### src/common/core_macros.svh
`ifndef CORE_MACROS_SVH
`define CORE_MACROS_SVH

// data and address width
`define CORE_XLEN 32

// architectural register count
`define CORE_NREGS 32

// first fetch address
`define CORE_RESET_PC 32'h0000_0000

`endif

### src/common/core_pkg.sv
`include "core_macros.svh"

package core_pkg;

    typedef enum logic [6:0] {
        OP_LUI    = 7'b0110111,
        OP_AUIPC  = 7'b0010111,
        OP_JAL    = 7'b1101111,
        OP_JALR   = 7'b1100111,
        OP_BRANCH = 7'b1100011,
        OP_LOAD   = 7'b0000011,
        OP_STORE  = 7'b0100011,
        OP_IMM    = 7'b0010011,
        OP_REG    = 7'b0110011
    } opcode_e;

    typedef enum logic [3:0] {
        ALU_ADD, ALU_SUB, ALU_SLL, ALU_SLT, ALU_SLTU, ALU_XOR,
        ALU_SRL, ALU_SRA, ALU_OR, ALU_AND, ALU_PASS_B
    } alu_op_e;

    typedef enum logic [2:0] {
        BR_NONE, BR_EQ, BR_NE, BR_LT, BR_GE, BR_LTU, BR_GEU
    } branch_e;

    typedef enum logic [1:0] {
        WB_NONE, WB_ALU, WB_PC4
    } wb_sel_e;

    typedef enum logic [2:0] {
        IMM_I, IMM_S, IMM_B, IMM_U, IMM_J
    } imm_kind_e;

    typedef struct packed {
        logic      a_sel_pc;   // operand a from pc instead of rs1
        logic      b_sel_imm;  // operand b from immediate instead of rs2
        alu_op_e   alu_op;
        branch_e   branch;
        wb_sel_e   wb_sel;
        logic      reg_we;
        logic      jump;       // jal or jalr
        logic      jalr;
        imm_kind_e imm_kind;
        logic      illegal;
    } ctrl_t;

    typedef struct packed {
        logic                  valid;
        logic [`CORE_XLEN-1:0] pc;
        logic [31:0]           inst;
        logic [4:0]            rd;
        logic                  we;       // architectural write, never x0
        logic [`CORE_XLEN-1:0] w_data;
        logic                  illegal;
        logic                  is_call;
        logic                  is_ret;
        logic                  is_tail;
    } commit_t;

endpackage

### src/design/alu.sv
`timescale 1ns/100ps
`include "core_macros.svh"

module alu (
    input  core_pkg::ctrl_t       ctrl,
    input  logic [`CORE_XLEN-1:0] pc,
    input  logic [`CORE_XLEN-1:0] rs1_data,
    input  logic [`CORE_XLEN-1:0] rs2_data,
    input  logic [`CORE_XLEN-1:0] imm,
    output logic [`CORE_XLEN-1:0] alu_out
);

    localparam int SHW = $clog2(`CORE_XLEN);

    logic [`CORE_XLEN-1:0] op_a;
    logic [`CORE_XLEN-1:0] op_b;
    logic [SHW-1:0]        shamt;

    assign op_a  = ctrl.a_sel_pc ? pc : rs1_data;
    assign op_b  = ctrl.b_sel_imm ? imm : rs2_data;
    assign shamt = op_b[SHW-1:0];  // low bits only

    always_comb begin
        case (ctrl.alu_op)
            core_pkg::ALU_ADD:    alu_out = op_a + op_b;
            core_pkg::ALU_SUB:    alu_out = op_a - op_b;
            core_pkg::ALU_SLL:    alu_out = op_a << shamt;
            core_pkg::ALU_SLT:    alu_out = `CORE_XLEN'($signed(op_a) < $signed(op_b));
            core_pkg::ALU_SLTU:   alu_out = `CORE_XLEN'(op_a < op_b);
            core_pkg::ALU_XOR:    alu_out = op_a ^ op_b;
            core_pkg::ALU_SRL:    alu_out = op_a >> shamt;
            core_pkg::ALU_SRA:    alu_out = $unsigned($signed(op_a) >>> shamt);
            core_pkg::ALU_OR:     alu_out = op_a | op_b;
            core_pkg::ALU_AND:    alu_out = op_a & op_b;
            core_pkg::ALU_PASS_B: alu_out = op_b;  // lui
            default:              alu_out = '0;
        endcase
    end

endmodule

### src/design/branch_unit.sv
`timescale 1ns/100ps
`include "core_macros.svh"

module branch_unit (
    input  core_pkg::branch_e     branch,
    input  logic [`CORE_XLEN-1:0] rs1_data,
    input  logic [`CORE_XLEN-1:0] rs2_data,
    output logic                  branch_taken
);

    logic eq;
    logic lt;   // signed
    logic ltu;

    assign eq  = (rs1_data == rs2_data);
    assign lt  = ($signed(rs1_data) < $signed(rs2_data));
    assign ltu = (rs1_data < rs2_data);

    always_comb begin
        case (branch)
            core_pkg::BR_EQ:  branch_taken = eq;
            core_pkg::BR_NE:  branch_taken = !eq;
            core_pkg::BR_LT:  branch_taken = lt;
            core_pkg::BR_GE:  branch_taken = !lt;
            core_pkg::BR_LTU: branch_taken = ltu;
            core_pkg::BR_GEU: branch_taken = !ltu;
            default:          branch_taken = 1'b0;  // not a branch
        endcase
    end

endmodule

### src/design/decoder.sv
`timescale 1ns/100ps
`include "core_macros.svh"

module decoder (
    input  logic [31:0]           inst,
    input  logic [`CORE_XLEN-1:0] imm,
    output core_pkg::ctrl_t       ctrl,
    output logic                  is_call,
    output logic                  is_ret,
    output logic                  is_tail
);

    core_pkg::opcode_e opcode;
    logic [2:0]        funct3;
    logic [6:0]        funct7;
    logic [4:0]        rd;
    logic              f7_alt;

    assign opcode = core_pkg::opcode_e'(inst[6:0]);
    assign funct3 = inst[14:12];
    assign funct7 = inst[31:25];
    assign rd     = inst[11:7];
    assign f7_alt = (funct7 == 7'h20);  // sub / sra encoding

    // funct3 to alu function, alt picks sub and sra
    function automatic core_pkg::alu_op_e alu_sel(input logic [2:0] f3, input logic alt);
        case (f3)
            3'b000:  return alt ? core_pkg::ALU_SUB : core_pkg::ALU_ADD;
            3'b001:  return core_pkg::ALU_SLL;
            3'b010:  return core_pkg::ALU_SLT;
            3'b011:  return core_pkg::ALU_SLTU;
            3'b100:  return core_pkg::ALU_XOR;
            3'b101:  return alt ? core_pkg::ALU_SRA : core_pkg::ALU_SRL;
            3'b110:  return core_pkg::ALU_OR;
            default: return core_pkg::ALU_AND;
        endcase
    endfunction

    always_comb begin
        ctrl.a_sel_pc  = 1'b0;
        ctrl.b_sel_imm = 1'b1;
        ctrl.alu_op    = core_pkg::ALU_ADD;
        ctrl.branch    = core_pkg::BR_NONE;
        ctrl.wb_sel    = core_pkg::WB_ALU;
        ctrl.reg_we    = 1'b1;
        ctrl.jump      = 1'b0;
        ctrl.jalr      = 1'b0;
        ctrl.imm_kind  = core_pkg::IMM_I;
        ctrl.illegal   = 1'b0;
        case (opcode)
            core_pkg::OP_LUI: begin
                ctrl.alu_op   = core_pkg::ALU_PASS_B;
                ctrl.imm_kind = core_pkg::IMM_U;
            end
            core_pkg::OP_AUIPC: begin
                ctrl.a_sel_pc = 1'b1;
                ctrl.imm_kind = core_pkg::IMM_U;
            end
            core_pkg::OP_JAL: begin
                ctrl.a_sel_pc = 1'b1;  // target = pc + imm
                ctrl.imm_kind = core_pkg::IMM_J;
                ctrl.wb_sel   = core_pkg::WB_PC4;
                ctrl.jump     = 1'b1;
            end
            core_pkg::OP_JALR: begin
                ctrl.wb_sel  = core_pkg::WB_PC4;
                ctrl.jump    = 1'b1;
                ctrl.jalr    = 1'b1;
                ctrl.illegal = (funct3 != 3'b000);
            end
            core_pkg::OP_BRANCH: begin
                ctrl.a_sel_pc = 1'b1;
                ctrl.imm_kind = core_pkg::IMM_B;
                ctrl.wb_sel   = core_pkg::WB_NONE;
                ctrl.reg_we   = 1'b0;
                case (funct3)
                    3'b000:  ctrl.branch = core_pkg::BR_EQ;
                    3'b001:  ctrl.branch = core_pkg::BR_NE;
                    3'b100:  ctrl.branch = core_pkg::BR_LT;
                    3'b101:  ctrl.branch = core_pkg::BR_GE;
                    3'b110:  ctrl.branch = core_pkg::BR_LTU;
                    3'b111:  ctrl.branch = core_pkg::BR_GEU;
                    default: ctrl.illegal = 1'b1;
                endcase
            end
            core_pkg::OP_IMM: begin
                ctrl.alu_op  = alu_sel(funct3, funct3 == 3'b101 && f7_alt);
                ctrl.illegal = (funct3 == 3'b001 && funct7 != 7'h00) ||
                               (funct3 == 3'b101 && funct7 != 7'h00 && !f7_alt);
            end
            core_pkg::OP_REG: begin
                ctrl.b_sel_imm = 1'b0;
                ctrl.alu_op    = alu_sel(funct3, f7_alt);
                ctrl.illegal   = !(funct7 == 7'h00 ||
                                   (f7_alt && (funct3 == 3'b000 || funct3 == 3'b101)));
            end
            core_pkg::OP_LOAD, core_pkg::OP_STORE: ctrl.illegal = 1'b1;  // no memory port
            default: ctrl.illegal = 1'b1;
        endcase
        // an illegal word only moves the pc on
        if (ctrl.illegal) begin
            ctrl.branch = core_pkg::BR_NONE;
            ctrl.wb_sel = core_pkg::WB_NONE;
            ctrl.reg_we = 1'b0;
            ctrl.jump   = 1'b0;
            ctrl.jalr   = 1'b0;
        end
    end

    // function trace flags
    assign is_call = ctrl.jump && (rd == 5'd1);
    assign is_ret  = ctrl.jalr && (inst == 32'h0000_8067);  // jalr x0, 0(x1)
    assign is_tail = ctrl.jalr && !is_ret && (rd == 5'd0) && (imm == '0);

endmodule

### src/design/imm_gen.sv
`timescale 1ns/100ps
`include "core_macros.svh"

module imm_gen (
    input  logic [31:0]           inst,
    input  core_pkg::imm_kind_e   imm_kind,
    output logic [`CORE_XLEN-1:0] imm
);

    logic sign;

    assign sign = inst[31];

    always_comb begin
        case (imm_kind)
            core_pkg::IMM_I: imm = {{(`CORE_XLEN-12){sign}}, inst[31:20]};
            core_pkg::IMM_S: imm = {{(`CORE_XLEN-12){sign}}, inst[31:25], inst[11:7]};
            core_pkg::IMM_B: imm = {{(`CORE_XLEN-13){sign}}, inst[31], inst[7],
                                    inst[30:25], inst[11:8], 1'b0};
            core_pkg::IMM_U: imm = {{(`CORE_XLEN-31){sign}}, inst[30:12], 12'b0};  // upper 20
            core_pkg::IMM_J: imm = {{(`CORE_XLEN-21){sign}}, inst[31], inst[19:12],
                                    inst[20], inst[30:21], 1'b0};
            default:         imm = '0;
        endcase
    end

endmodule

### src/design/pc_unit.sv
`timescale 1ns/100ps
`include "core_macros.svh"

module pc_unit (
    input  logic                  clk,
    input  logic                  rst,
    input  core_pkg::ctrl_t       ctrl,
    input  logic                  branch_taken,
    input  logic [`CORE_XLEN-1:0] alu_out,
    output logic [`CORE_XLEN-1:0] pc,
    output logic [`CORE_XLEN-1:0] pc_plus4
);

    logic [`CORE_XLEN-1:0] target;
    logic                  take_target;

    assign pc_plus4 = pc + `CORE_XLEN'd4;

    // jalr drops bit 0 of rs1 + imm
    assign target = ctrl.jalr ? {alu_out[`CORE_XLEN-1:1], 1'b0} : alu_out;

    assign take_target = ctrl.jump || branch_taken;

    always_ff @(posedge clk) begin
        if (rst) begin
            pc <= `CORE_RESET_PC;
        end else if (take_target) begin
            pc <= target;
        end else begin
            pc <= pc_plus4;  // sequential and illegal
        end
    end

endmodule

### src/design/reg_file.sv
`timescale 1ns/100ps
`include "core_macros.svh"

module reg_file (
    input  logic                  clk,
    input  logic                  rst,
    input  logic [31:0]           inst,
    input  core_pkg::ctrl_t       ctrl,
    input  logic [`CORE_XLEN-1:0] alu_out,
    input  logic [`CORE_XLEN-1:0] pc_plus4,
    output logic [`CORE_XLEN-1:0] rs1_data,
    output logic [`CORE_XLEN-1:0] rs2_data,
    output logic [`CORE_XLEN-1:0] w_data
);

    localparam int AW = $clog2(`CORE_NREGS);

    logic [`CORE_XLEN-1:0] regs [`CORE_NREGS];
    logic [AW-1:0]         rs1_addr;
    logic [AW-1:0]         rs2_addr;
    logic [AW-1:0]         rd_addr;

    assign rs1_addr = inst[19:15];
    assign rs2_addr = inst[24:20];
    assign rd_addr  = inst[11:7];

    // x0 reads zero whatever the array holds
    assign rs1_data = (rs1_addr == '0) ? '0 : regs[rs1_addr];
    assign rs2_data = (rs2_addr == '0) ? '0 : regs[rs2_addr];

    always_comb begin
        case (ctrl.wb_sel)
            core_pkg::WB_ALU: w_data = alu_out;
            core_pkg::WB_PC4: w_data = pc_plus4;  // link address
            default:          w_data = '0;
        endcase
    end

    always_ff @(posedge clk) begin
        if (rst) begin
            for (int i = 0; i < `CORE_NREGS; i++) begin
                regs[i] <= '0;
            end
        end else if (ctrl.reg_we && rd_addr != '0) begin
            regs[rd_addr] <= w_data;
        end
    end

endmodule

### src/design/rv_core_top.sv
`timescale 1ns/100ps
`include "core_macros.svh"

module rv_core_top (
    input  logic                  clk,
    input  logic                  rst,
    input  logic [31:0]           inst,
    output logic [`CORE_XLEN-1:0] pc,
    output core_pkg::commit_t     commit
);

    core_pkg::ctrl_t       ctrl;
    logic [`CORE_XLEN-1:0] imm;
    logic [`CORE_XLEN-1:0] rs1_data;
    logic [`CORE_XLEN-1:0] rs2_data;
    logic [`CORE_XLEN-1:0] alu_out;
    logic [`CORE_XLEN-1:0] pc_plus4;
    logic [`CORE_XLEN-1:0] w_data;
    logic                  branch_taken;
    logic                  is_call;
    logic                  is_ret;
    logic                  is_tail;

    decoder decoder_i (
        .inst    (inst),
        .imm     (imm),
        .ctrl    (ctrl),
        .is_call (is_call),
        .is_ret  (is_ret),
        .is_tail (is_tail)
    );

    imm_gen imm_gen_i (
        .inst     (inst),
        .imm_kind (ctrl.imm_kind),
        .imm      (imm)
    );

    alu alu_i (
        .ctrl     (ctrl),
        .pc       (pc),
        .rs1_data (rs1_data),
        .rs2_data (rs2_data),
        .imm      (imm),
        .alu_out  (alu_out)
    );

    branch_unit branch_unit_i (
        .branch       (ctrl.branch),
        .rs1_data     (rs1_data),
        .rs2_data     (rs2_data),
        .branch_taken (branch_taken)
    );

    reg_file reg_file_i (
        .clk      (clk),
        .rst      (rst),
        .inst     (inst),
        .ctrl     (ctrl),
        .alu_out  (alu_out),
        .pc_plus4 (pc_plus4),
        .rs1_data (rs1_data),
        .rs2_data (rs2_data),
        .w_data   (w_data)
    );

    pc_unit pc_unit_i (
        .clk          (clk),
        .rst          (rst),
        .ctrl         (ctrl),
        .branch_taken (branch_taken),
        .alu_out      (alu_out),
        .pc           (pc),
        .pc_plus4     (pc_plus4)
    );

    // commit record for the instruction executing this cycle
    always_comb begin
        commit.valid   = !rst;
        commit.pc      = pc;
        commit.inst    = inst;
        commit.rd      = inst[11:7];
        commit.we      = ctrl.reg_we && (inst[11:7] != 5'd0);  // x0 writes are dropped
        commit.w_data  = w_data;
        commit.illegal = ctrl.illegal;
        commit.is_call = is_call;
        commit.is_ret  = is_ret;
        commit.is_tail = is_tail;
    end

endmodule

### config.mk
export PLATFORM = sky130hd
export DESIGN_NAME = rv_core_top
export DESIGN_NICKNAME = d
export VERILOG_FILES = /design/src/common/core_pkg.sv /design/src/design/alu.sv /design/src/design/branch_unit.sv /design/src/design/decoder.sv /design/src/design/imm_gen.sv /design/src/design/pc_unit.sv /design/src/design/reg_file.sv /design/src/design/rv_core_top.sv
export VERILOG_INCLUDE_DIRS = /design/src /design/src/common
export SDC_FILE = /design/constraint.sdc
export NUM_CORES = 2
export LEC_CHECK = 0
export BUFFER_PORTS_ARGS = -buffer_cell sky130_fd_sc_hd__buf_2
export CORE_ASPECT_RATIO = 1.4
export CORE_MARGIN = 2
export CORE_UTILIZATION = 25
export CTS_BUF_LIST = sky130_fd_sc_hd__clkbuf_8
export DETAILED_ROUTE_END_ITERATION = 7
export SYNTH_ARGS = -nofsm -noshare
export SYNTH_HDL_FRONTEND = slang
export SYNTH_SLANG_ARGS = --single-unit
export TNS_END_PERCENT = 50
### constraint.sdc
create_clock -name clk -period 14.4 [get_ports clk]
set_input_delay 2.88 -clock clk [delete_from_list [all_inputs] [get_ports clk]]
set_output_delay 2.88 -clock clk [all_outputs]
set_load 0.01 [all_outputs]
==> results.yml <==
status:
  status: "complete, but fails checks"
  failed_checks: "DRC, capacitance limit"
floorplan:
  start_util: 0.251
  rows: 228
  die_h_um: 626
  die_area_um2: 281000
  io-pin-count: 173
  core_um2: 275000
  die_w_um: 448
timing:
  min_period_ps: 14340
  tightest_slew_ps: 1470
  slew_headroom: 0.0143
  whs_ps: 747
  setup-tns-final_ps: 0
  period_share: 0.996
  fin_ws_ps: 61.0
  slew_viol_final: 0
  max_freq_mhz: 69.7
  clock_skew_ps: 83.0
  setup_viol: 0
  hold_violations: 0
  rsz0062_at_grt: "no"
cts:
  post-cts-setup-buffers: 0
  hold_buffers: 0
  cts.sinks: 1056
  h-tree-depth: 4
  cts_tree: "yes"
  clockBufferDepth: 4
  clock_latency_ps: 940
  cts_buffers: 168
  cts-resized-gates: 0
  clk_transition_reported_paths_ps: 50
  clockRootBuffer: "clkbuf_8"
hold_path:
  hp-class: "reg -> reg"
  min_from: "pc_unit_i.pc[0]$_SDFFE_PP0N_"
route:
  drcViolationCount: 3
  antenna_left: 0
  drt-vias-per-instance: 5.98
  wl_per_cell_um: 37.6
  vias: 59607
  totalWireLength_mm: 375
  first_pass_iters: 8
  dr.first_iter.drc_count: 8953
placed_design:
  dpl_cell_area_um2: 74300
  dp_slack_ps: 558
  place.gp.congestion: 1.08
  dp.cells: 9650
  io_buffer_count: 172
  dp_hpwl_mm: 266
global_route:
  antenna_found_initial: 36
  grt_first_pass_wirelength_mm: 499
  grt_pass1_vias: 57607
  track_usage: 0.260
  grt_max_degree: 89
  grt_overflow: 0
synthesis:
  synth-edff-count: 1024
  yosysUniqueCellTypes: 126
  ys_ff_latch: 1056
  yosysWarnings: 0
  avgSynthCellArea_um2: 11.4
  synth_area_um2: 69100
  synth_ff_type: "edfxtp_1"
  yosysSeqAreaShare: 0.454
  synthCells: 6078
  async_flop_share: 0
critical_path:
  reg2reg_from: "reg_file_i.regs[6][12]$_SDFFCE_PN0P_"
  critPathLaunchType: "input port"
  critical_path_arrival_ps: 11460
  required_ps: 11520
  crit_path_max_fanout: 47
  critPathKind: "in -> out"
  critPathLaunch: "inst[20]"
  end_kind: "output port"
final_layout:
  final_util: 0.282
  drive_gt1_frac: 0.251
  final_cell_area_um2: 77500
  final_common_cell: "nor2_1"
  area_delta_synth_final_pct: 12.2
  final_cell_mix: "nor2_1, edfxtp_1, mux4_2, buf_4, nand2_1"
  nNetsFinal: 6316
  num-fill-cells: 28293
  instances_no_fill: 9970
power:
  p_per_area_nw_per_um2: 105
  finalPower_mw: 8.12
  irDropWorstVdd_v: 0.0000596
  total_leakage_power_nw: 26.8
flow_run:
  maxCapViolations: 1
cell usage after synthesis (77+ instances only):
cell | count | area, um^2
a21oi_1 | 270 | 1350
buf_2 | 158 | 791
buf_4 | 132 | 991
clkbuf_1 | 269 | 1010
edfxtp_1 | 1024 | 30700
ha_1 | 137 | 1710
inv_1 | 128 | 480
mux2i_1 | 250 | 2500
mux4_2 | 439 | 9890
nand2_1 | 304 | 1140
nand3_1 | 110 | 551
nor2_1 | 1166 | 4380
o21ai_0 | 142 | 711
o22ai_1 | 77 | 482
registers in the layout, indices dropped and copies added, names as in the netlist:
signal	cells
reg_file_i.regs	1024
pc_unit_i.pc	32
routing by layer:
metal	share of wire	track usage	up-vias
met3	0.10	0.0652	1535
met4	0.11	0.243	26
met5	0.00051	0	-
met1	0.32	0.277	29874
li1	-	-	23231
met2	0.46	0.419	4941
power breakdown:
group          internal [mW]  switching [mW]  total, mW
registers               3.47          0.0610       3.53
clock network           1.25            1.32       2.56
logic                  0.622            1.41       2.03
logic make-up (layout without fill, tap and decap cells):
kind of cell	after synthesis	after routing	synth area share
AND/OR/NAND/NOR	2014	2014	0.129
adder cells (fa/ha/maj)	139	139	0.0254
multiplexers	779	779	0.195
other	1	54	0.0000543
AO/OA/AOI/OAI	1233	1233	0.129
buffers and inverters	810	969	0.0618
XOR/XNOR	46	46	0.00583
flip-flops	1056	1056	0.454
layout make-up:
cell class | instances | area (um^2) | area share
multi-input combinational | 4243 | 34000 | 0.439
sequential | 1056 | 31400 | 0.405
tap | 3680 | 4600 | 0.0594
timing repair buffer | 530 | 3840 | 0.0495
clock buffer | 169 | 2330 | 0.0300
clock inverter | 126 | 778 | 0.0100
inverter | 144 | 541 | 0.00697
antenna | 22 | 55.1 | 0.000710
worst max-delay path, stage by stage:
cell	delay, ps
buf_8	450
buf_12	370
mux4_2	550
mux4_2	560
a22o_1	290
nor2_1	780
a21oi_1	240
ha_1	750
and3_1	410
nand2_1	130
a211oi_1	370
buf_4	210
nor2_1	120
o21ai_0	820
o221ai_1	400
a22o_1	420
nor4b_2	760
o22a_2	350
buf_12	170
inv_2	30
buf_2	130
final timing paths:
path	to	cells past startpoint	slack [ps]
setup / recovery	commit[23]	21	60
hold / removal	pc_unit_i.pc[0]$_SDFFE_PP0N_	3	750
setup reg to reg	reg_file_i.regs[24][19]$_SDFFCE_PN0P_	19	5900
hold reg to reg	pc_unit_i.pc[0]$_SDFFE_PP0N_	3	750
No activity file was read; power rests on OpenSTA's default activity.
